==> src/hw/decode_pkg.sv <==
//--------------------
// Shared types and widths for the decode-and-issue stage
// Import with a wildcard in the module header where needed
//--------------------

`default_nettype none

package decode_pkg;

  //--------------------
  // Widths
  //--------------------

  // Data and pc width
  localparam int XLEN = 32;
  // Architectural register address
  localparam int AREG_BITS = 5;
  // Sequence number from fetch
  localparam int SEQ_BITS = 8;

  //--------------------
  // Enums
  //--------------------

  // Micro-ops sent to the execute pipe
  typedef enum logic [2:0] {
    uop_add,
    uop_sub,
    uop_addi,
    uop_jal,
    uop_jalr
  } uop_e;

  // Immediate formats in the supported subset
  typedef enum logic [0:0] {
    imm_i,
    imm_j
  } imm_type_e;

  // Jump kind, drives squash generation
  typedef enum logic [1:0] {
    jump_none,
    jump_jal,
    jump_jalr
  } jump_e;

endpackage

`default_nettype wire

==> src/hw/inst_decoder.sv <==
//--------------------
// Combinational decoder for ADD, SUB, ADDI, JAL and JALR
// Produces micro-op, register fields and sign-extended immediate
//--------------------

`default_nettype none
`timescale 1ns/1ps

module inst_decoder import decode_pkg::*; (
  input  logic [XLEN-1:0]      inst,
  output uop_e                 uop,
  output logic [AREG_BITS-1:0] raddr0,
  output logic [AREG_BITS-1:0] raddr1,
  output logic [AREG_BITS-1:0] waddr,
  output logic                 wen,
  output logic                 op2_imm,
  output jump_e                jump,
  output logic [XLEN-1:0]      imm
);

  // Major opcodes
  localparam logic [6:0] opc_op     = 7'b0110011;
  localparam logic [6:0] opc_op_imm = 7'b0010011;
  localparam logic [6:0] opc_jal    = 7'b1101111;
  localparam logic [6:0] opc_jalr   = 7'b1100111;

  imm_type_e imm_sel;
  logic      is_sub;

  // SUB has funct7 0100000 with funct3 000
  assign is_sub = (inst[31:25] == 7'b0100000) && (inst[14:12] == 3'b000);

  always_comb begin
    // Defaults behave like ADD with no sources
    uop     = uop_add;
    raddr0  = '0;
    raddr1  = '0;
    op2_imm = 1'b0;
    jump    = jump_none;
    imm_sel = imm_i;
    case (inst[6:0])
      opc_op: begin
        uop    = is_sub ? uop_sub : uop_add;
        raddr0 = inst[19:15];
        raddr1 = inst[24:20];
      end
      opc_op_imm: begin
        uop     = uop_addi;
        raddr0  = inst[19:15];
        op2_imm = 1'b1;
      end
      // JAL reads no register
      opc_jal: begin
        uop     = uop_jal;
        op2_imm = 1'b1;
        jump    = jump_jal;
        imm_sel = imm_j;
      end
      opc_jalr: begin
        uop     = uop_jalr;
        raddr0  = inst[19:15];
        op2_imm = 1'b1;
        jump    = jump_jalr;
      end
      default: ;
    endcase
  end

  // Every supported op writes rd, but x0 is discarded
  assign waddr = inst[11:7];
  assign wen   = (waddr != '0);

  // I-type vs J-type immediate
  always_comb begin
    if (imm_sel == imm_j)
      imm = {{12{inst[31]}}, inst[19:12], inst[20], inst[30:21], 1'b0};
    else
      imm = {{20{inst[31]}}, inst[31:20]};
  end

endmodule

`default_nettype wire

==> config.mk <==
export PLATFORM = sky130hd
export DESIGN_NAME = inst_decoder
export DESIGN_NICKNAME = d
export VERILOG_FILES = /design/src/hw/decode_pkg.sv /design/src/hw/inst_decoder.sv
export SDC_FILE = /design/constraint.sdc
export NUM_CORES = 1
export LEC_CHECK = 0
export ABC_AREA = 0
export BUFFER_PORTS_ARGS = -buffer_cell sky130_fd_sc_hd__buf_2
export CORE_UTILIZATION = 29
export DETAILED_ROUTE_END_ITERATION = 12
export GPL_ROUTABILITY_DRIVEN = 0
export PLACE_DENSITY_LB_ADDON = 0.3
export SYNTH_ARGS = -nofsm -noshare
export SYNTH_HDL_FRONTEND = slang
export SYNTH_SLANG_ARGS = --single-unit
==> constraint.sdc <==
create_clock -name vclk -period 1.7
set_clock_uncertainty 0.05 [all_clocks]
set_input_delay 0.255 -clock vclk [all_inputs]
set_output_delay 0.255 -clock vclk [all_outputs]
set_load 0.03 [all_outputs]
# == Word-level counts from Yosys, hierarchy flattened ==
# Cells that the tools add are included.
# word_totals
register_bits,0
in_bits,32
output_inout_bits,54
elab_cells,18
# classes
n_eq_ne,5
n_mux,8
n_reduce_logical,5
# op_table
op,count
two-way mux 20 bit,1
"== test 7 x 6 -> 1 bit, second input constant",2
"== test 7 bit, second input constant",2
one-hot mux 3 bit (4 select lines),1
two-way mux 5 bit,2
"== test 7 x 5 -> 1 bit, second input constant",1
OR reduction 3 bit,2
nonzero test 5 bit,1
one-hot mux 2 bit (2 select lines),1
zero test 3 bit,1
two-way mux 1 bit,3
logical AND 1 bit,1

# == Logic depth before layout (Yosys ltp) ==
# depth
word_depth,4
ltp_mapped,4
mapped_depth_nobuf,3

# == Least setup slack after synthesis ==
# Ideal clock, no wire load.
# synth_path
path_kind,input port to output port
startpoint,input port inst[2]
endpoint,output port uop[1]
t_arrival_ns,1.259
required_time_ns,1.395
setup_slack_ns,0.136
path_stages,3
path_buffers,0
path_cell_list,or3b_4 -> or3_1 -> nand2b_1
# synth_via
elab_chain_len,2
word_cells_on_any_way,5
cone_classes,4 x eq/ne; 1 x mux
# synth_lines
item,line_no,text
"start, declared",inst_decoder.sv:10,"input logic [XLEN-1:0] inst,"
"== test 7 bit, or another cell as far along",inst_decoder.sv:41,case (inst[6:0])
one-hot mux 3 bit (4 select lines) (*),inst_decoder.sv:41,
"end, declared",inst_decoder.sv:11,"output uop_e uop,"
# Every way passes the cells marked *; elsewhere a longest branch is shown, timed or not.

# == Final worst setup path ==
# layout_path
startpoint,input port inst[6]
endpoint,output port uop[1]
# The elaborated chain is that of the path after synthesis.

==> flow_results.org <==
** Die
- The floorplan step defined a die boundary enclosing roughly 1900 µm².
- For this design the top-level I/O count stands at 86.
- The core region is approximately 1600 µm².
- After floorplanning, the core was divided into 14 placement rows.
- Die span in y :: around 44 µm
- The initial utilization of the core area, before any placement, comes to 0.321.
- Die width :: between 40 and 50 µm

** Layout
- In the finished layout, the clock tree contains a buffer count of 0.
- Most common library cell in the layout ignoring fill and taps :: sky130_fd_sc_hd__buf_2
- FF+latch count :: 0
- At the end of the flow the core is filled with cells to 0.583.
- The multi-input combinational cells in the finished layout cover a total of 338 µm².
- Relative to the synthesized area, the layout overhead comes to 81.2%.
- Sequential cell area :: 0 µm²
- Count of filler cells inserted in the layout :: 169
- Ratio of cells with drive above 1 in the final layout :: 0.761
- Nets :: 168
- Leading cell types in the layout, fill and taps excluded :: 70 x sky130_fd_sc_hd__buf_2, 12 x sky130_fd_sc_hd__buf_6, 9 x sky130_fd_sc_hd__a21o_1, 8 x sky130_fd_sc_hd__and2_1, 5 x sky130_fd_sc_hd__buf_4
- Antenna diodes :: 0

** STA
- Transition time at the pin with the least slew margin :: 0.351 ns
- Headroom to the max-slew limit came out at 0.765.
- Final min period :: ~1.7 ns
- Derived from the worst setup path, the maximum achievable clock frequency is 579 MHz.
- Setup repair after global routing could not meet its margin everywhere.
- # setup viols final :: 2
- Period utilisation layout :: 1.02
- In the post-route analysis, the smallest setup slack over all paths is -0.0260 ns.
- Final count of pins violating max slew :: 0
- The hold violation count in the final report was 0.
- Worst hold slack across all endpoints :: roughly 0.7 ns
- Aggregate negative setup slack :: -0.0406 ns

** Power and ir drop
- Largest vdd supply drop :: 0.123 mV
- In this run the static leakage power is approximately 0.57 nW.
- Dividing total power by cell area gives a power density of 271 nW/µm².

** Global routing
- Number of global-route vias before repair :: 530
- The first global-routing pass estimated 2.23 mm of wire.
- Across every metal layer, demand over resource in global routing totals 0.146.
- Entering global routing, the biggest net connects 14 pins.
- Total overflow reported by the global router :: 0
- The initial antenna violation count came to 0.

** Flow run
- Max-cap violations in this run came to 0.

** Routing
- Post-detailed-route via-to-cell ratio :: 4.75
- Detailed-route via count :: 712
- DRC violations left :: 8
- In the final routed layout, each cell accounts on average for 11.3 µm.
- The first detailed-routing pass took 7 iterations.
- Iteration-0 DRC Markers :: 12
- The detail route stage leaves a number of antenna-violating nets equal to 0.
- Wires add up to 1.69 mm.

** Synth
- The share of synthesized area in the top cell type comes to 0.400.
- The number of nets handed over by synthesis was 103.
- Summed over all instances, the cell type with the most area after synthesis is sky130_fd_sc_hd__buf_4.
- Yosys printed 0 warnings.
- Synth Cell Area :: 507 µm²
- Synthesis instantiated 23 different standard cells from the library.
- After technology mapping, the gate count stands at 71.
- Cell types with the largest area share after synthesis :: sky130_fd_sc_hd__buf_4 40%, sky130_fd_sc_hd__a21o_1 13%, sky130_fd_sc_hd__and2_1 12%
- Fraction of the yosys area taken by sequential cells :: 0
- In this run the mean area of a mapped cell was 7.14 µm².

** Worst setup path
- Of all nets on the critical path, the largest fanout is 3.
- Cell occurring most often along the worst timing path :: sky130_fd_sc_hd__buf_6
- Crit path largest cell delay :: about 0.43 ns
- Critical path data required time :: 1.39 ns
- For the worst setup path, the data arrival time is 1.42 ns.
- Critical-path cell list :: buf_6, or3b_4, or3_4, nand2b_4, buf_6
- The worst setup path is launched from a primary input.
- Among all stages on the critical path, the largest delay is contributed by sky130_fd_sc_hd__or3b_4.
- The worst setup path is captured at a primary output.
- The critical path is of the primary input to primary output type.

** Place
- Count of buffers inserted at the top-level ports :: 86
- HPWL after detailed placement :: 1.34 mm

** Worst hold path
- The min-delay analysis places its worst path in the category primary input to primary output.

** CTS
- Post-CTS Hold Buffers :: 0

** Outcome
- The final reports fail on design-rule violations, negative setup slack.
- The run finished, with violations left.
## critical path, delay by kind of cell
kind / cells / cell delay, ns
and+or+nand+nor: 3 / 0.94
buffers and inverters: 2 / 0.22
## logic make-up (layout without fill, tap and decap cells)
family	count (synthesis)	in the layout	share of synthesized area
AND/OR/NAND/NOR	29	29	0.370
AO/OA/AOI/OAI	12	12	0.193
buffers and inverters	30	93	0.437
## final cells by class
class	count	area share
Inverter	2	0.00817
Multi-Input combinational cell	41	0.368
Tap cell	16	0.0218
Timing Repair Buffer	91	0.602
## layer usage
layer	up-vias	share of wire	global-route usage	wire length, µm
met5	-	0	0	0
met4	0	0	0	0
met3	0	0.13	0.00417	218
met2	60	0.54	0.331	906
met1	309	0.33	0.148	565
li1	343	-	-	-
## metrics by stage
stage	total power, mW	cell area, µm²	std cells	setup slack, ns
floorplan	0.180	507	71	0.136
global placement	0.229	773	149	-0.0295
detailed placement	0.231	773	149	-0.0707
CTS	0.234	806	149	-0.00330
global route	0.263	918	150	-0.0505
finish	0.249	918	150	-0.0260
## cell usage after synthesis (2+ instances only)
cell	instances
sky130_fd_sc_hd__and2_1	10
sky130_fd_sc_hd__buf_4	27
sky130_fd_sc_hd__a21o_1	9
sky130_fd_sc_hd__nor3_1	2
sky130_fd_sc_hd__nor2_1	3
sky130_fd_sc_hd__nand2_1	2
sky130_fd_sc_hd__inv_1	2
## worst paths after layout
kind	from	to	slack (ns)	cells after the start
worst max-delay path	inst[6]	uop[1]	-0.03	5
worst min-delay path	inst[22]	imm[2]	0.72	2
## power by group
part	internal [mW]	switching, mW
Sequential	0	0
Clock	0	0
Combinational	0.0874	0.161
Total	0.0874	0.161
## what timing repair did
action	4_1_cts	5_1_grt
setup buffers	0	1
pin swaps	0	6
setup endpoints to repair	9	22
resized for setup	11	29
Note: power is estimated with default switching activity, not from simulation.
