[config.mk]
export PLATFORM = sky130hd
export DESIGN_NAME = regfile
export DESIGN_NICKNAME = d
export VERILOG_FILES = /design/src/hw/decode_pkg.sv /design/src/hw/regfile.sv
export SDC_FILE = /design/constraint.sdc
export NUM_CORES = 2
export LEC_CHECK = 0
export BUFFER_PORTS_ARGS = -buffer_cell sky130_fd_sc_hd__buf_2
export CAP_MARGIN = 10
export CORE_ASPECT_RATIO = 0.9
export CORE_MARGIN = 4
export CORE_UTILIZATION = 33
export CTS_BUF_LIST = sky130_fd_sc_hd__clkbuf_4 sky130_fd_sc_hd__clkbuf_8
export CTS_CLUSTER_SIZE = 25
export DETAILED_ROUTE_END_ITERATION = 12
export PLACE_DENSITY = 0.48
export RECOVER_POWER = 100
export SLEW_MARGIN = 20
export SYNTH_ARGS = -nofsm -noshare
export SYNTH_HDL_FRONTEND = slang
export SYNTH_SLANG_ARGS = --single-unit
export TNS_END_PERCENT = 20
[constraint.sdc]
create_clock -name clk -period 5 [get_ports clk]
set_input_delay 1 -clock clk [delete_from_list [all_inputs] [get_ports clk]]
set_output_delay 1 -clock clk [all_outputs]
set_load 0.05 [all_outputs]
[src/hw/decode_pkg.sv]
//--------------------
// Shared types and widths for the decode-and-issue stage
// Import with a wildcard in the module header where needed
//--------------------

`default_nettype none

package decode_pkg;

  //--------------------
  // Widths
  //--------------------

  // Data and pc width
  localparam int XLEN = 32;
  // Architectural register address
  localparam int AREG_BITS = 5;
  // Sequence number from fetch
  localparam int SEQ_BITS = 8;

  //--------------------
  // Enums
  //--------------------

  // Micro-ops sent to the execute pipe
  typedef enum logic [2:0] {
    uop_add,
    uop_sub,
    uop_addi,
    uop_jal,
    uop_jalr
  } uop_e;

  // Immediate formats in the supported subset
  typedef enum logic [0:0] {
    imm_i,
    imm_j
  } imm_type_e;

  // Jump kind, drives squash generation
  typedef enum logic [1:0] {
    jump_none,
    jump_jal,
    jump_jalr
  } jump_e;

endpackage

`default_nettype wire

[src/hw/regfile.sv]
//--------------------
// Physical register file, two combinational reads
// One write port fed by completion, visible the next cycle
//--------------------

`default_nettype none
`timescale 1ns/1ps

module regfile import decode_pkg::*; #(
  parameter  int NUM_PREGS = 48,
  localparam int preg_bits = $clog2(NUM_PREGS)
) (
  input  logic                 clk,
  input  logic                 rst,
  input  logic [preg_bits-1:0] raddr0,
  input  logic [preg_bits-1:0] raddr1,
  output logic [XLEN-1:0]      rdata0,
  output logic [XLEN-1:0]      rdata1,
  input  logic                 wen,
  input  logic [preg_bits-1:0] waddr,
  input  logic [XLEN-1:0]      wdata
);

  logic [XLEN-1:0] regs [NUM_PREGS];

  // No write-to-read bypass
  assign rdata0 = regs[raddr0];
  assign rdata1 = regs[raddr1];

  always_ff @(posedge clk) begin
    if (rst) begin
      // Architectural state starts at zero
      for (int i = 0; i < NUM_PREGS; i++)
        regs[i] <= '0;
    end else if (wen && (waddr != '0)) begin
      // preg 0 backs x0 and stays zero
      regs[waddr] <= wdata;
    end
  end

endmodule

`default_nettype wire

After elaboration in Yosys (flattened, before gate mapping)
Memories as Yosys holds them, arrays and structs flattened.
Index checks and enable logic that the tools add are counted.
- flip-flop bits (word level): 0
- RAM bits: 1536
- output and inout bits: 64
- memories: 1
- multiplexer cells: 8
- reduce and logical (&&, ||, !) cells: 3
- memory list (name ; words ; width ; rd ports ; clocked after memory_dff ; write ports ; RTL line ; source):
    regs ; 48 ; 32 ; 2 ; 0 ; 48 ; regfile.sv:24 ; logic [XLEN-1:0] regs [NUM_PREGS];
- operators by type and width (operator ; count):
    $mux 32 ; 1
    $reduce_or 32->1 ; 1
    $mux 1 ; 6
    $mux 6 ; 1
    $reduce_bool 6->1 ; 1
    $logic_and 1x1->1 ; 1

Depth between registers and ports, before layout
- depth after elaboration: 7
- gate-level depth with buffers: 10
- gate-level depth less buffers: 5

Least setup slack after synthesis
OpenSTA, ideal clock, no wires.
- kind: input to output
- start: input raddr0[0]
- end: output rdata0[29]
- data arrival time: 3441 ps
- required time: 4000 ps
- path slack: 559 ps
- stages: 9
- path buffers: 4
- path through: buf_4 buf_4 buf_4 buf_4 or2_2 o22ai_1 o21ai_0 o31ai_1 a211oi_1
- longest elaborated chain between the ends: 1
- ends and longest elaborated chain (what ; RTL line ; source):
    start: declaration ; regfile.sv:15 ; input logic [preg_bits-1:0] raddr0,
    $mem_v2 48x32 ; - ;
    end: declaration ; regfile.sv:17 ; output logic [XLEN-1:0] rdata0,
Every way passes these cells.

Final worst setup path
- start: input raddr1[1]
- end: output rdata1[19]
- longest elaborated chain between the ends: 1
- ends and longest elaborated chain (what ; RTL line ; source):
    start: declaration ; regfile.sv:16 ; input logic [preg_bits-1:0] raddr1,
    $mem_v2 48x32 ; - ;
    end: declaration ; regfile.sv:18 ; output logic [XLEN-1:0] rdata1,
Every way passes these cells.

==> reports/metrics.json <==
{
  "run_status": {"value": "complete, but fails checks"},
  "failing_checks": {"value": "capacitance limit, slew limit, setup timing"},
  "tightest_slew": {"value": 4.30, "unit": "ns"},
  "cts-root-to-sink-buffers": {"value": 4},
  "cp-end-kind": {"value": "primary output"},
  "die_area": {"value": 324000, "unit": "um^2"},
  "io_buffer_count": {"value": 116},
  "initial_core_utilization": {"value": 33.1, "unit": "%"},
  "finish.utilization": {"value": 38.4, "unit": "%"},
  "tritoncts.num_buffers": {"value": 367},
  "layout_top_registers": {"value": "regs: 2048 flops"},
  "min-delay-start": {"value": "wdata[16]"},
  "worst_setup_slack_post_dpl": {"value": -0.191, "unit": "ns"},
  "grt_pass1_vias": {"value": 65400},
  "ys_warn_count": {"value": 0},
  "worst_setup_hold_path_clk_slew": {"value": 0.06, "unit": "ns"},
  "synth_top_cells_by_area": {"value": "sky130_fd_sc_hd__edfxtp_1, sky130_fd_sc_hd__mux4_2, sky130_fd_sc_hd__and2_1, sky130_fd_sc_hd__clkbuf_1, sky130_fd_sc_hd__o22ai_1"},
  "post_synth_mux_area_share": {"value": 23.1, "unit": "%"},
  "place_area": {"value": 115000, "unit": "um^2"},
  "wl_per_cell": {"value": 38.2, "unit": "um"},
  "slew_viol_final": {"value": 3962},
  "pwr_density_cell": {"value": 344, "unit": "nW/um^2"},
  "yosys.area.top_type": {"value": "sky130_fd_sc_hd__edfxtp_1"},
  "post_synthesis_share_of_cell_area_spent_on_full_adders_half_adders_and_majority_gates": {"value": 0, "unit": "%"},
  "yosys.area_share.xor_xnor": {"value": 0, "unit": "%"},
  "drt_pre_antenna_iters": {"value": 7},
  "postSynthRegisterBits": {"value": 2048},
  "post-synth-top-area-fraction": {"value": 59.2, "unit": "%"},
  "layoutNonFillerInstCount": {"value": 11300},
  "yosys.area_share.simple": {"value": 11.1, "unit": "%"},
  "detail_route.iter0.violations": {"value": 9726},
  "final_design_area_no_fill": {"value": 120000, "unit": "um^2"},
  "maxSlewHeadroom": {"value": -187, "unit": "%"},
  "drv_cap": {"value": 130},
  "critPathArrivalTime": {"value": 4.11, "unit": "ns"},
  "yosys_cell_types": {"value": 42},
  "fp.dieH": {"value": 540, "unit": "um"},
  "post-cts-setup-buffer-count": {"value": 0},
  "worstSetupStartpointType": {"value": "input port"},
  "cts_tree": {"value": "built"},
  "largest_reg_flops": {"value": 2048},
  "grt_start_max_net_pins": {"value": 70},
  "routed_wl": {"value": 431000, "unit": "um"},
  "finalHoldViolations": {"value": 0},
  "worst-setup-path-type": {"value": "in -> out"},
  "hold_class": {"value": "in -> reg"},
  "grt_antenna_before_repair": {"value": 37},
  "grt.overflow.total": {"value": 0},
  "numClockSinks": {"value": 2048},
  "postLayoutSetupSlackWorst": {"value": -0.111, "unit": "ns"},
  "globalRouteTotalUtil": {"value": 26.0, "unit": "%"},
  "syn_inst": {"value": 6305},
  "finalNetCount": {"value": 6896},
  "placement_rows": {"value": 195},
  "syn-cell-area": {"value": 104000, "unit": "um^2"},
  "timing.final.crit_share": {"value": 102, "unit": "%"},
  "grt_pass1_wl": {"value": 580000, "unit": "um"},
  "syn2layout_area_growth": {"value": 15.9, "unit": "%"},
  "grt_setup_unrepaired": {"value": "yes"},
  "die_width": {"value": 599, "unit": "um"},
  "timing.critical_path.required": {"value": 4.00, "unit": "ns"},
  "hpwl": {"value": 282000, "unit": "um"},
  "htree_levels": {"value": 5},
  "biggest_fanout_along_the_worst_timing_path": {"value": 31},
  "max_freq": {"value": 196, "unit": "MHz"},
  "min_delay_path_depth": {"value": 1},
  "worst_setup_path_startpoint": {"value": "raddr1[1]"},
  "ios": {"value": 117},
  "vias_cell": {"value": 5.94},
  "dpl.cell_count": {"value": 10600},
  "cts_root_buf": {"value": "sky130_fd_sc_hd__clkbuf_8"},
  "main_combinational_cell_family_by_area_after_synthesis": {"value": "multiplexers"},
  "synth_compound_area_share": {"value": 3.77, "unit": "%"},
  "worst_ir_drop_vdd": {"value": 0.202, "unit": "mV"},
  "top_register": {"value": "regs"},
  "place_congestion": {"value": 0.991},
  "synth_seq_area_share": {"value": 59.2, "unit": "%"},
  "power.static_leakage": {"value": 39.2, "unit": "nW"},
  "hold-path-endpoint": {"value": "regs[59][16]"},
  "detail-route-antenna-nets": {"value": 0},
  "drcViolationCount": {"value": 0},
  "min_cycle_time_layout": {"value": 5.11, "unit": "ns"},
  "setup_violations": {"value": 27},
  "postSynthAreaPerCell": {"value": 16.5, "unit": "um^2"},
  "via_count": {"value": 67000},
  "placeable_core_region": {"value": 314000, "unit": "um^2"},
  "drive_above_1_share": {"value": 33.0, "unit": "%"}
}
[layout by cell type, fill, tap and decap left out, types with 18 or more instances in the layout]
cell / netlist / final
sky130_fd_sc_hd__edfxtp_1: 2048 / 2048
sky130_fd_sc_hd__mux4_2: 1027 / 1027
sky130_fd_sc_hd__and2_0: 0 / 760
sky130_fd_sc_hd__and2_1: 1513 / 753
sky130_fd_sc_hd__buf_4: 65 / 427
sky130_fd_sc_hd__clkbuf_8: 0 / 373
sky130_fd_sc_hd__o22ai_1: 256 / 254
sky130_fd_sc_hd__clkbuf_1: 464 / 173
sky130_fd_sc_hd__clkbuf_4: 2 / 126
sky130_fd_sc_hd__buf_12: 1 / 115
sky130_fd_sc_hd__clkinv_1: 0 / 103
sky130_fd_sc_hd__nor2_1: 115 / 73
sky130_fd_sc_hd__a21oi_1: 73 / 71
sky130_fd_sc_hd__mux2i_1: 63 / 62
sky130_fd_sc_hd__buf_2: 98 / 46
sky130_fd_sc_hd__nor3_1: 48 / 43
sky130_fd_sc_hd__o21ai_0: 41 / 41
sky130_fd_sc_hd__o221ai_1: 40 / 40
sky130_fd_sc_hd__or2_2: 54 / 37
sky130_fd_sc_hd__o22a_1: 35 / 35
sky130_fd_sc_hd__a221oi_1: 35 / 34
sky130_fd_sc_hd__clkinv_2: 0 / 34
sky130_fd_sc_hd__nor2b_1: 38 / 32
sky130_fd_sc_hd__a22oi_1: 32 / 32
sky130_fd_sc_hd__conb_1: 1 / 32
sky130_fd_sc_hd__a22o_1: 31 / 31
sky130_fd_sc_hd__nand2_1: 31 / 29
sky130_fd_sc_hd__nor2_4: 0 / 28
sky130_fd_sc_hd__nand2b_1: 25 / 24
sky130_fd_sc_hd__clkbuf_2: 0 / 22
sky130_fd_sc_hd__diode_2: 0 / 21
sky130_fd_sc_hd__nor4_1: 41 / 18
[power by group]
| group | leakage (nW) | internal (mW) | total [mW] | switching [mW] |
|---|---|---|---|---|
| Sequential | 19.2 | 19.6 | 20.0 | 0.356 |
| Combinational | 16.4 | 2.24 | 5.93 | 3.68 |
| Clock | 3.63 | 8.12 | 15.5 | 7.40 |
[worst max path at each step]
stage	to	slack (ns)
CTS	rdata1[25]	0.02
detailed placement	rdata0[2]	-0.19
floorplan	rdata0[29]	0.56
finish	rdata1[19]	-0.11
global placement	rdata0[21]	-0.36
global route	rdata0[30]	-0.02
[layer usage]
metal / up-vias / GRT usage, % / part of all wire, %
met1: 36000 / 37.0 / 40
met3: 756 / 7.84 / 12
li1: 26200 / - / -
met5: - / 0 / 0.0028
met4: 2 / 10.4 / 5.3
met2: 4079 / 37.1 / 42
[layout make-up]
type                            count  area (um^2)
Timing Repair Buffer              806         6740
Tap cell                         4137         5180
Clock inverter                    156          863
Fill cell                       28900       193000
Clock buffer                      489         6000
Sequential cell                  2048        61500
Antenna cell                       21         52.6
Multi-Input combinational cell   3620        40100
[worst max-delay path, stage by stage]
cell                       delay, ns
sky130_fd_sc_hd__buf_6          0.45
sky130_fd_sc_hd__buf_4          0.46
sky130_fd_sc_hd__mux4_2         0.28
sky130_fd_sc_hd__o22ai_1        0.08
sky130_fd_sc_hd__buf_4          0.16
sky130_fd_sc_hd__nor4_2         0.93
sky130_fd_sc_hd__o22a_1         0.37
sky130_fd_sc_hd__clkbuf_4       0.28
[cell usage after synthesis]
master and number:
sky130_fd_sc_hd__nor2_1 115, sky130_fd_sc_hd__o311a_1 1, sky130_fd_sc_hd__nor3_1 48, sky130_fd_sc_hd__mux2i_1 63, sky130_fd_sc_hd__a22oi_1 32, sky130_fd_sc_hd__buf_6 7, sky130_fd_sc_hd__a211oi_1 21, sky130_fd_sc_hd__nor3_2 4
sky130_fd_sc_hd__nand3b_1 6, sky130_fd_sc_hd__o22a_1 35, sky130_fd_sc_hd__buf_1 31, sky130_fd_sc_hd__edfxtp_1 2048, sky130_fd_sc_hd__clkbuf_1 464, sky130_fd_sc_hd__nor2b_1 38, sky130_fd_sc_hd__nand2b_1 25, sky130_fd_sc_hd__nor4_1 41
sky130_fd_sc_hd__mux4_2 1027, sky130_fd_sc_hd__o221ai_1 40, sky130_fd_sc_hd__and3_1 6, sky130_fd_sc_hd__buf_12 1, sky130_fd_sc_hd__o21ai_0 41, sky130_fd_sc_hd__clkbuf_4 2, sky130_fd_sc_hd__nand4_1 1, sky130_fd_sc_hd__o21a_1 5
sky130_fd_sc_hd__a221oi_1 35, sky130_fd_sc_hd__buf_2 98, sky130_fd_sc_hd__o22ai_1 256, sky130_fd_sc_hd__a21oi_1 73, sky130_fd_sc_hd__a22o_1 31, sky130_fd_sc_hd__buf_4 65, sky130_fd_sc_hd__mux4_1 5, sky130_fd_sc_hd__a31oi_1 4
sky130_fd_sc_hd__conb_1 1, sky130_fd_sc_hd__o31ai_1 4, sky130_fd_sc_hd__or3b_2 3, sky130_fd_sc_hd__or2_2 54, sky130_fd_sc_hd__nand2_1 31, sky130_fd_sc_hd__or3_1 4, sky130_fd_sc_hd__mux2_2 11, sky130_fd_sc_hd__and2_1 1513
sky130_fd_sc_hd__a2bb2oi_1 1, sky130_fd_sc_hd__nand3_1 14
[cells by family (layout without fill, tap and decap cells)]
kind of cell / count (synthesis) / count (layout)
flip-flops: 2048 / 2048
AO/OA/AOI/OAI: 579 / 579
multiplexers: 1106 / 1106
AND/OR/NAND/NOR: 1903 / 1903
buffers and inverters: 668 / 1451
other: 1 / 53
[what timing repair did]
item | in CTS | in global routing
hold buffers | 0 | 0
setup endpoints to repair | 12 | 8
resized for setup | 8 | 8
[through the flow]
stage / total power, mW / hold slack, ns / setup TNS [ns]
finish: 41.4 / 0.343 / -0.854
floorplan: 23.1 / 1.10 / 0
global route: 42.6 / 0.294 / -0.102
detailed placement: 26.2 / 1.27 / -0.907
CTS: 41.6 / 0.152 / 0
global placement: 26.1 / 1.27 / -1.29
No activity file was read; power rests on OpenSTA's default activity.
