$ cat config.mk
export PLATFORM = sky130hd
export DESIGN_NAME = decode_issue_ctrl
export DESIGN_NICKNAME = d
export VERILOG_FILES = /design/src/hw/decode_pkg.sv /design/src/hw/decode_issue_ctrl.sv
export SDC_FILE = /design/constraint.sdc
export NUM_CORES = 1
export LEC_CHECK = 0
export BUFFER_PORTS_ARGS = -buffer_cell sky130_fd_sc_hd__buf_2
export CAP_MARGIN = 10
export CELL_PAD_IN_SITES_DETAIL_PLACEMENT = 0
export CELL_PAD_IN_SITES_GLOBAL_PLACEMENT = 1
export CORE_MARGIN = 5
export CORE_UTILIZATION = 36
export DETAILED_ROUTE_END_ITERATION = 8
export PLACE_DENSITY = 0.91
export SLEW_MARGIN = 5
export SYNTH_ARGS = -nofsm -noshare
export SYNTH_HDL_FRONTEND = slang
export SYNTH_SLANG_ARGS = --single-unit
$ cat constraint.sdc
create_clock -name clk -period 4 [get_ports clk]
set_input_delay 0.4 -clock clk [delete_from_list [all_inputs] [get_ports clk]]
set_output_delay 0.4 -clock clk [all_outputs]
set_load 0.01 [all_outputs]
$ cat src/hw/decode_pkg.sv
//--------------------
// Shared types and widths for the decode-and-issue stage
// Import with a wildcard in the module header where needed
//--------------------

`default_nettype none

package decode_pkg;

  //--------------------
  // Widths
  //--------------------

  // Data and pc width
  localparam int XLEN = 32;
  // Architectural register address
  localparam int AREG_BITS = 5;
  // Sequence number from fetch
  localparam int SEQ_BITS = 8;

  //--------------------
  // Enums
  //--------------------

  // Micro-ops sent to the execute pipe
  typedef enum logic [2:0] {
    uop_add,
    uop_sub,
    uop_addi,
    uop_jal,
    uop_jalr
  } uop_e;

  // Immediate formats in the supported subset
  typedef enum logic [0:0] {
    imm_i,
    imm_j
  } imm_type_e;

  // Jump kind, drives squash generation
  typedef enum logic [1:0] {
    jump_none,
    jump_jal,
    jump_jalr
  } jump_e;

endpackage

`default_nettype wire

$ cat src/hw/decode_issue_ctrl.sv
//--------------------
// Decode register, fetch and execute handshakes, stall and squash
// Holds one instruction, a new one enters as the old one issues
//--------------------

`default_nettype none
`timescale 1ns/1ps

module decode_issue_ctrl import decode_pkg::*; (
  input  logic                clk,
  input  logic                rst,
  input  logic                f_val,
  input  logic [XLEN-1:0]     f_inst,
  input  logic [XLEN-1:0]     f_pc,
  input  logic [SEQ_BITS-1:0] f_seq_num,
  output logic                f_rdy,
  output logic [XLEN-1:0]     d_inst,
  output logic [XLEN-1:0]     d_pc,
  output logic [SEQ_BITS-1:0] d_seq_num,
  input  logic                dec_wen,
  input  jump_e               dec_jump,
  input  logic [XLEN-1:0]     dec_imm,
  input  logic [XLEN-1:0]     src0_data,
  input  logic                pending0,
  input  logic                pending1,
  input  logic                alloc_rdy,
  output logic                alloc_en,
  output logic                ex_val,
  input  logic                ex_rdy,
  output logic                squash_val,
  output logic [XLEN-1:0]     squash_target
);

  logic d_val;
  logic stall;
  logic f_xfer;
  logic x_xfer;

  //--------------------
  // Handshakes
  //--------------------

  // Wait on a pending source, or on the free list for a writer
  assign stall  = pending0 | pending1 | (dec_wen & ~alloc_rdy);
  assign ex_val = d_val & ~stall;
  assign x_xfer = ex_val & ex_rdy;
  // Empty slot, or it frees up this cycle
  assign f_rdy  = ~d_val | x_xfer;
  assign f_xfer = f_val & f_rdy;

  // Only an issuing writer pops the free list
  assign alloc_en = x_xfer & dec_wen;

  //--------------------
  // Decode register
  //--------------------

  always_ff @(posedge clk) begin
    if (rst)
      d_val <= 1'b0;
    else if (f_xfer)
      d_val <= 1'b1;
    else if (x_xfer)
      d_val <= 1'b0;
  end

  // Payload only loads on a fetch transfer
  always_ff @(posedge clk) begin
    if (f_xfer) begin
      d_inst    <= f_inst;
      d_pc      <= f_pc;
      d_seq_num <= f_seq_num;
    end
  end

  //--------------------
  // Squash
  //--------------------

  assign squash_val = x_xfer & (dec_jump != jump_none);

  always_comb begin
    case (dec_jump)
      jump_jalr: squash_target = (src0_data + dec_imm) & ~32'd1;
      default:   squash_target = d_pc + dec_imm;
    endcase
  end

  // Valid, source data and jump target hold while execute stalls
  a_ex_stable: assert property (@(posedge clk) disable iff (rst)
    (ex_val && !ex_rdy) |=> (ex_val && $stable(src0_data)
                             && $stable(squash_target)));

endmodule

`default_nettype wire

# [After elaboration in Yosys (flattened, before gate mapping)]
# Index checks and enable logic that the tools add are counted.
[classes] n_addsub=2 eq_ne=1 muxes=3 n_bitwise=12 n_reduce_logical=2
[op_table] op="$add A32 B32 Y32" n=2
[op_table] op="$mux W32" n=1
[op_table] op="$and A1 B1 Y1" n=6
[op_table] op="$reduce_bool A2 Y1" n=2
[op_table] op="$not A1 Y1" n=3
[op_table] op="$or A1 B1 Y1" n=3
[op_table] op="$eq A2 B2 Y1 const B" n=1
[op_table] op="$mux W1" n=2
[totals] reg_bits=73 in_bits=146

# [Longest topological paths before layout]
# Gate-level depths: netlist of run 1.
[logic_depth] ltp_word=9 depth_mapped=11 mapped_depth_nobuf=11

# [Worst setup path after synthesis of run 1]
# Ideal clock, no wire load.
[synth_timing] path_type="input to register" start="input port dec_wen" end="register d_inst[0] (enable)" setup_time_ps=438 arrival_ps=3134 t_required_ps=3562 path_slack_ps=428 stages=5 cell_sequence="nor2b_1 -> nor4b_1 -> nand2_1 -> nand2_1 -> and2_1"
[synth_between] elab_chain_len=7
[synth_lines] element="start, declared" line_no="decode_issue_ctrl.sv:20" rtl="input logic dec_wen,"
[synth_lines] element="$and A1 B1 Y1" line_no="decode_issue_ctrl.sv:44" rtl="assign stall = pending0 | pending1 | (dec_wen & ~alloc_rdy);"
[synth_lines] element="$or A1 B1 Y1" line_no="decode_issue_ctrl.sv:44"
[synth_lines] element="$not A1 Y1" line_no="decode_issue_ctrl.sv:45" rtl="assign ex_val = d_val & ~stall;"
[synth_lines] element="$and A1 B1 Y1" line_no="decode_issue_ctrl.sv:45"
[synth_lines] element="net ex_val" line_no="decode_issue_ctrl.sv:28" rtl="output logic ex_val,"
[synth_lines] element="$and A1 B1 Y1" line_no="decode_issue_ctrl.sv:46" rtl="assign x_xfer = ex_val & ex_rdy;"
[synth_lines] element="$or A1 B1 Y1" line_no="decode_issue_ctrl.sv:48" rtl="assign f_rdy = ~d_val | x_xfer;"
[synth_lines] element="net f_rdy" line_no="decode_issue_ctrl.sv:16" rtl="output logic f_rdy,"
[synth_lines] element="$and A1 B1 Y1" line_no="decode_issue_ctrl.sv:49" rtl="assign f_xfer = f_val & f_rdy;"
[synth_lines] element="net f_xfer" line_no="decode_issue_ctrl.sv:36" rtl="logic f_xfer;"
[synth_lines] element="end signal, assigned" line_no="decode_issue_ctrl.sv:70" rtl="d_inst <= f_inst;"
[synth_lines] element="end, declared" line_no="decode_issue_ctrl.sv:17" rtl="output logic [XLEN-1:0] d_inst,"
# The timed path passes the listed nets, and every way through them passes these cells.
# A chain may end at the register's enable or synchronous reset.

# [Worst setup path in the final report of run 1]
[layout_timing] start="register d_pc[0]" end="output port squash_target[30]"
[layout_between] elab_chain_len=2
[layout_lines] element="start, declared" line_no="decode_issue_ctrl.sv:18" rtl="output logic [XLEN-1:0] d_pc,"
[layout_lines] element="start signal, assigned" line_no="decode_issue_ctrl.sv:71" rtl="d_pc <= f_pc;"
[layout_lines] element="$add A32 B32 Y32" line_no="decode_issue_ctrl.sv:85" rtl="default: squash_target = d_pc + dec_imm;"
[layout_lines] element="$mux W32" line_no="decode_issue_ctrl.sv:83" rtl="case (dec_jump)"
[layout_lines] element="end, declared" line_no="decode_issue_ctrl.sv:31" rtl="output logic [XLEN-1:0] squash_target"
# Every way passes these cells.

==> metrics, run 1 <==
initial core utilization=36.5%; GRT Total Usage=19.2%; drt first pass iters=5; Synth Cell Area=5770 sq um; clock root buffer=clkbuf_16; fmax=0.261 GHz; count of different cell masters after synthesis=59; Int Pwr=1.80 mW; total congestion overflow=0; YS warnings=0; clk sinks=73; Gate power share=34.7%; antenna violations before repair=1; Fin. Hold Viols=0; critical path capture point type=output port; most common cell after layout, fill and taps aside=buf_2; per-cell routed wire length=17.3 microns; Primary FF master, synth=edfxtp_1; Switching Fraction=33.8%; Worst setup SP type=flop; max-cap violation count=0; post-synth top area cell=edfxtp_1; asr flop ratio synth=0%; Psw=0.915 mW; flops & latches, synth=73; RSZ-0062 raised after global routing=yes; clk slew on worst S/H paths=60 ps; sequential-to-total area share from yosys stat=37.8%; critical path cell sequence=ha_1 -> fa_1 -> a21oi_2 -> o21ai_1 -> a2111oi_2 -> buf_4 -> o211ai_1 -> nand2_1 -> o21ai_1 -> a221oi_2 -> xor2_1 -> mux2i_1 -> buf_2; Buffers on Ports=253; Worst VDD drop=422 uV; count of final setup violators=0; total power=2.71 mW; crit path time final=3840 ps; GPL Wtd Cong=0.890; crit share post-route=95.9%; Max-slew headroom=35.0%; iteration-0 DRC count of the detailed router=325; CTS tree=yes; Slowest-stage cell, CP=fa_1; share of the synthesized area in the top cell type=37.5%; Final nets=1049; crit path DAT=3440 ps; IO Pins=254; Hold Crit Class=in -> reg; global-route wire length before repair=28100 microns; Area Overhead vs Synth=32.0%; Area contributors post-synth=edfxtp_1 37%, ha_1 13%, a21oi_1 5.3%; outcome=complete, no violations; Slew Viols, Final=0; CTS Buf Count=9; Die Ht=137 microns; Reg2Reg Setup Slack=1800 ps; Die ar.=18700 sq um; syn nets=800; Final Util=48.1%; CP dominant cell by count=o21ai_1; Final HPWL DP=15100 microns; Worst Tran Pin Value=975 ps; Buffers & Inverters on Critical Path=2; CP Max Fanout=4; Seq pwr share=33.6%; total number of vias=5574; clock power share=31.6%; via density per instance=5.23; Worst path max stage delay=420 ps; row count=46; layout cells sized above 1=34.0%; leak pwr=3.57 nW; Max Clock Skew=11.5 ps; Critical Path RT=3600 ps; # DRC=0; Post-synth EDFFs=72; fin area=7620 sq um; Setup CP Type=reg -> out; clock tree buffer depth=2; P per Cell Area=356 nW/um^2; total core area=15800 sq um; syn_area_per_cell=9.76 sq um; vias in the first global route=5587; H-tree depth=3; routed wire length=18500 microns; Die Width=137 microns; fill count=1537; most frequent cells in the layout=253 x buf_2, 72 x edfxtp_1, 61 x ha_1; CP top delay family=compound AO/OA/AOI/OAI gates; Syn Inst Count=591; largest net degree at the start of global routing=73; Skew-Pair Late Insertion Delay=350 ps; Placed Area=7270 sq um; DRT antenna net count=0
final timing paths:
check,startpoint,endpoint,cells past startpoint
max,d_pc[0]$_DFFE_PP_,squash_target[30],13
min reg2reg,d_val$_SDFFE_PP0P_,d_val$_SDFFE_PP0P_,2
max reg2reg,d_val$_SDFFE_PP0P_,d_pc[20]$_DFFE_PP_,4
min,rst,d_val$_SDFFE_PP0P_,2
through the flow:
step           TNS, ps  hold WS, ps  instances  worst slack, ps
3_5_place_dp         0          507       1044              241
6_report             0          212       1065              163
2_1_floorplan        0          465        591              428
3_3_place_gp         0          499       1044              321
5_1_grt          -99.8          200       1062            -57.1
4_1_cts              0          199       1060             26.7
routing by layer:
metal	vias to the layer above	part of all wire (%)	GRT usage [%]
met4	0	2.3	6.61
met5	-	0	0
met2	214	50	32.2
li1	2748	-	-
met1	2583	41	23.9
met3	29	7.1	5.00
synth_stat cells (4+ instances only):
cell and n:
a211o_1 4, a211oi_1 6, a21o_1 33, a21oi_1 61, a311oi_1 4, a31oi_1 4, and2_1 5, and3_1 9
clkbuf_1 21, edfxtp_1 72, ha_1 61, inv_1 13, mux2i_1 5, nand2_1 48, nand2b_1 6, nand3_1 10
nand4_1 7, nor2_1 34, nor2b_1 7, o211ai_1 6, o21a_1 8, o21ai_0 41, o21ai_1 4, o21bai_1 11
xnor2_1 31, xor2_1 29
repair_timing:
action                     CTS  global route
hold buffers                 0             0
setup buffers                0             1
setup endpoints to repair    0             7
gates resized for setup      0             4
final cells by class:
class | count | area [sq um] | area share, %
well taps | 216 | 270 | 3.55
multi-input cells | 484 | 3480 | 45.7
clock inverters | 7 | 85.1 | 1.12
flip-flops and latches | 73 | 2180 | 28.6
diodes | 4 | 10.0 | 0.131
repair buffers | 259 | 1310 | 17.2
inverters | 13 | 48.8 | 0.641
clock buffers | 9 | 225 | 2.96
kinds of logic after synthesis:
kind of cell / synth area share [%]
multiplexers: 1.06
adder cells (fa/ha/maj): 13.9
flip-flops: 37.8
AO/OA/AOI/OAI: 24.1
AND/OR/NAND/NOR: 11.8
XOR/XNOR: 9.11
buffers and inverters: 2.21
flip-flops by register name (all words and copies together) (netlist names):
register   cells
d_seq_num      8
d_pc          32
d_inst        32
d_val          1
power by group through the flow:
stage | sequential (mW) | combinational [mW] | clock (mW)
finish | 0.912 | 0.941 | 0.857
global route | 0.916 | 1.03 | 0.919
CTS | 0.913 | 0.932 | 0.877
detailed placement | 0.929 | 0.925 | 0
global placement | 0.928 | 0.922 | 0
floorplan | 0.951 | 0.565 | 0
worst register-to-register path: cells and delay by family, from the launching register on:
family / cells / cell delay [ps]
flip-flops: 1 / 350
AND/OR/NAND/NOR: 4 / 1450
Power figures use the tool's default switching activity.
==> run 2, diff against run 1 <==
--- a/config.mk
+++ b/config.mk
@@ -5,12 +5,13 @@
 export SDC_FILE = /design/constraint.sdc
 export NUM_CORES = 1
 export LEC_CHECK = 0
+export ABC_AREA = 1
 export BUFFER_PORTS_ARGS = -buffer_cell sky130_fd_sc_hd__buf_2
 export CAP_MARGIN = 10
 export CELL_PAD_IN_SITES_DETAIL_PLACEMENT = 0
 export CELL_PAD_IN_SITES_GLOBAL_PLACEMENT = 1
-export CORE_MARGIN = 5
-export CORE_UTILIZATION = 36
+export CORE_MARGIN = 2
+export CORE_UTILIZATION = 35
 export DETAILED_ROUTE_END_ITERATION = 8
 export PLACE_DENSITY = 0.91
 export SLEW_MARGIN = 5
==> run 2 against run 1 <==
Non-clock buffer count is 4 lower. Routed wire length is 36% higher. Maximum frequency is 26% higher. Total power is 9.4% higher. Combinational power is 14% higher. Critical path depth is 3 lower. Synthesized area is 26% higher. Final area is 21% higher. Cell count is 59% higher. First-iteration DRC count is 43% higher. Critical path type unchanged. Largest cell class unchanged. Highest routed layer unchanged.
==> metrics, run 2 <==
Sum Neg Setup Slack=0 ps (unchanged); row count=52 (+13%); Max-slew headroom=37.3% (+2.3 points); clock root buffer=clkbuf_16; Reg2Reg Launch Point=d_val$_SDFFE_PP0P_; Reg2Reg Setup Slack=2300 ps (+500 ps); Final HPWL DP=21300 microns (+41%); drt first pass iters=5 (unchanged); Skew-Pair Late Insertion Delay=350 ps (about the same); share of the synthesized area in the top cell type=29.7% (-7.8 points); CTS tree=yes; syn_area_per_cell=6.29 sq um (-36%); Die Width=148 microns (+8.5%); clk sinks=73 (unchanged); Hold Crit Class=in -> reg; Max Clock Skew=10.4 ps (-1.16 ps); WHS Path Cells=2 (unchanged); Critical Path RT=3600 ps (about the same); flops & latches, synth=73 (unchanged); max-cap violation count=0 (unchanged); global-route wire length before repair=38000 microns (+35%); Buffers on Ports=253 (unchanged); RSZ-0062 raised after global routing=no; via density per instance=4.73 (-9.7%); per-cell routed wire length=14.8 microns (-14%); initial core utilization=35.9% (-0.58 points); count of different cell masters after synthesis=35 (-41%); most common cell after layout, fill and taps aside=nand2_1; GRT Total Usage=22.5% (+3.3 points); dpl cells=1676 (+61%); Worst setup SP type=flop; Final Util=45.5% (-2.7 points); fill count=2194 (+43%); most frequent cell after synthesis=nand2_1; fmax=0.327 GHz (+26%); top cells by count, synth=465 x nand2_1, 229 x inv_1, 85 x nor2_1; CP Max Fanout=5 (+1); CP top delay family=adder cells; crit path time final=3050 ps (-783 ps); sequential-to-total area share from yosys stat=30.0% (-7.9 points); asr flop ratio synth=0% (unchanged); clock tree buffer depth=2 (unchanged); total core area=20300 sq um (+28%); Die ar.=22000 sq um (+18%); Slowest-stage cell, CP=fa_1; HP Start=rst; post-synth top area cell=edfxtp_1; Slew Viols, Final=0 (unchanged); Area Overhead vs Synth=26.7%; Worst Tran Pin Value=940 ps (-35.8 ps); Post-Place Worst Slack=1270 ps (+1030 ps); setup ws final=945 ps (+783 ps); IO Pins=254 (unchanged); total number of vias=8004 (+44%); layout cells sized above 1=21.2% (-13 points); total power=2.97 mW (+9.4%); outcome=complete, no violations; Primary FF master, synth=edfxtp_1; WHS Endpoint=d_val$_SDFFE_PP0P_; RR Endpoint=d_pc[15]$_DFFE_PP_; critical path capture point type=output port; clk slew on worst S/H paths=70 ps (about the same); Reg area=2180 sq um (unchanged); hold_buf cts=0 (unchanged); Synth Cell Area=7280 sq um (+26%); H-tree depth=3 (unchanged); vias in the first global route=7430 (+33%); iteration-0 DRC count of the detailed router=466 (+43%); Multi-input gate area=4200 sq um (+21%); Post-synth EDFFs=72 (unchanged); Worst VDD drop=192 uV (-55%); count of final setup violators=0 (unchanged); # DRC=0 (unchanged); antenna violations before repair=1 (unchanged); routed wire length=25100 microns (+36%); crit path DAT=2650 ps (-790 ps); P per Cell Area=322 nW/um^2 (-9.7%); Setup Fix Bufs, Post-CTS=0 (unchanged); DRT antenna net count=0 (unchanged); Final nets=1626 (+55%); total congestion overflow=0 (unchanged); Gates resized, CTS repair=0 (unchanged); leak pwr=5.37 nW (+50%); syn nets=1366 (+71%); crit share post-route=76.4% (-20 points); Setup CP Type=reg -> out; critical path cell sequence=ha_1 -> fa_1 -> nand3_1 -> nand3_1 -> nand2_1 -> nand2_1 -> a21oi_1 -> nor2_1 -> o21ai_0 -> buf_2; YS warnings=0 (unchanged); largest net degree at the start of global routing=73 (unchanged); Reg2Reg Depth=6 (+2); Worst path max stage delay=450 ps (+30 ps); Fin. Hold Viols=0 (unchanged); most frequent cells in the layout=465 x nand2_1, 253 x buf_2, 228 x inv_1; Die Ht=148 microns (+8.5%); Final Non-Filler Cells=1693 (+59%); GPL Wtd Cong=0.909 (+2.1%); Area contributors post-synth=edfxtp_1 30%, nand2_1 24%, inv_1 12%; Syn Inst Count=1157 (+96%); Top Registers=d_inst x32, d_pc x32, d_seq_num x8; Buffers & Inverters on Critical Path=1 (-1); CTS Buf Count=9 (unchanged)
-- run 2: layout make-up --
class / count / area share (%)
Multi-Input combinational cell: 847 / 45.5
Inverter: 231 / 9.41
Sequential cell: 73 / 23.6
Antenna cell: 1 / 0.0271
Clock buffer: 10 / 2.48
Timing Repair Buffer: 255 / 14.0
Clock inverter: 6 / 1.25
Tap cell: 270 / 3.66
-- run 2: stage by stage --
stage	instance area, sq um	hold WS (ps)
4_1_cts	9230	199
5_1_grt	9230	211
6_report	9230	216
3_5_place_dp	8880	515
2_1_floorplan	7280	469
3_3_place_gp	8880	495
-- run 2: worst register-to-register path, stage by stage, from the launching register on --
cell,delay (ps)
dfxtp_1,320
nor4b_2,210
nand2_1,130
nand2_1,130
nand2_1,100
clkinv_2,70
buf_12,320
-- run 2: cells by family (layout without fill, tap and decap cells) --
| kind of cell | after synthesis | count (layout) | share of synthesized area (%) |
|---|---|---|---|
| simple gates | 685 | 685 | 39.0 |
| buf+inv | 237 | 502 | 12.4 |
| compound gates | 90 | 90 | 6.53 |
| xor+xnor | 9 | 9 | 1.08 |
| flops | 73 | 73 | 30.0 |
| other cells | 0 | 1 | 0 |
| fa+ha+maj | 63 | 63 | 11.0 |
-- run 2: layer usage --
layer / share of wire (%) / track usage, %
met4: 2.5 / 7.52
met3: 6.1 / 3.71
met2: 48 / 37.6
met5: 0 / 0
met1: 44 / 29.6
-- run 2: worst max-delay path by stage --
| stage | from | endpoint | depth (start not counted) |
|---|---|---|---|
| after detailed placement | dec_imm[0] | squash_target[20] | 13 |
| after floorplan | dec_wen | d_inst[0]$_DFFE_PP_ | 7 |
| after global routing | d_pc[0]$_DFFE_PP_ | squash_target[16] | 10 |
| after global placement | dec_imm[20] | squash_target[24] | 12 |
| after CTS | d_pc[0]$_DFFE_PP_ | squash_target[20] | 12 |
| final | d_pc[0]$_DFFE_PP_ | squash_target[16] | 10 |
-- run 2: report_power, final --
group,leakage (nW),switching [mW],internal [mW]
combinational,4.51,0.686,0.380
sequential,0.698,0.0220,0.901
clock,0.163,0.363,0.614
total,5.37,1.07,1.90
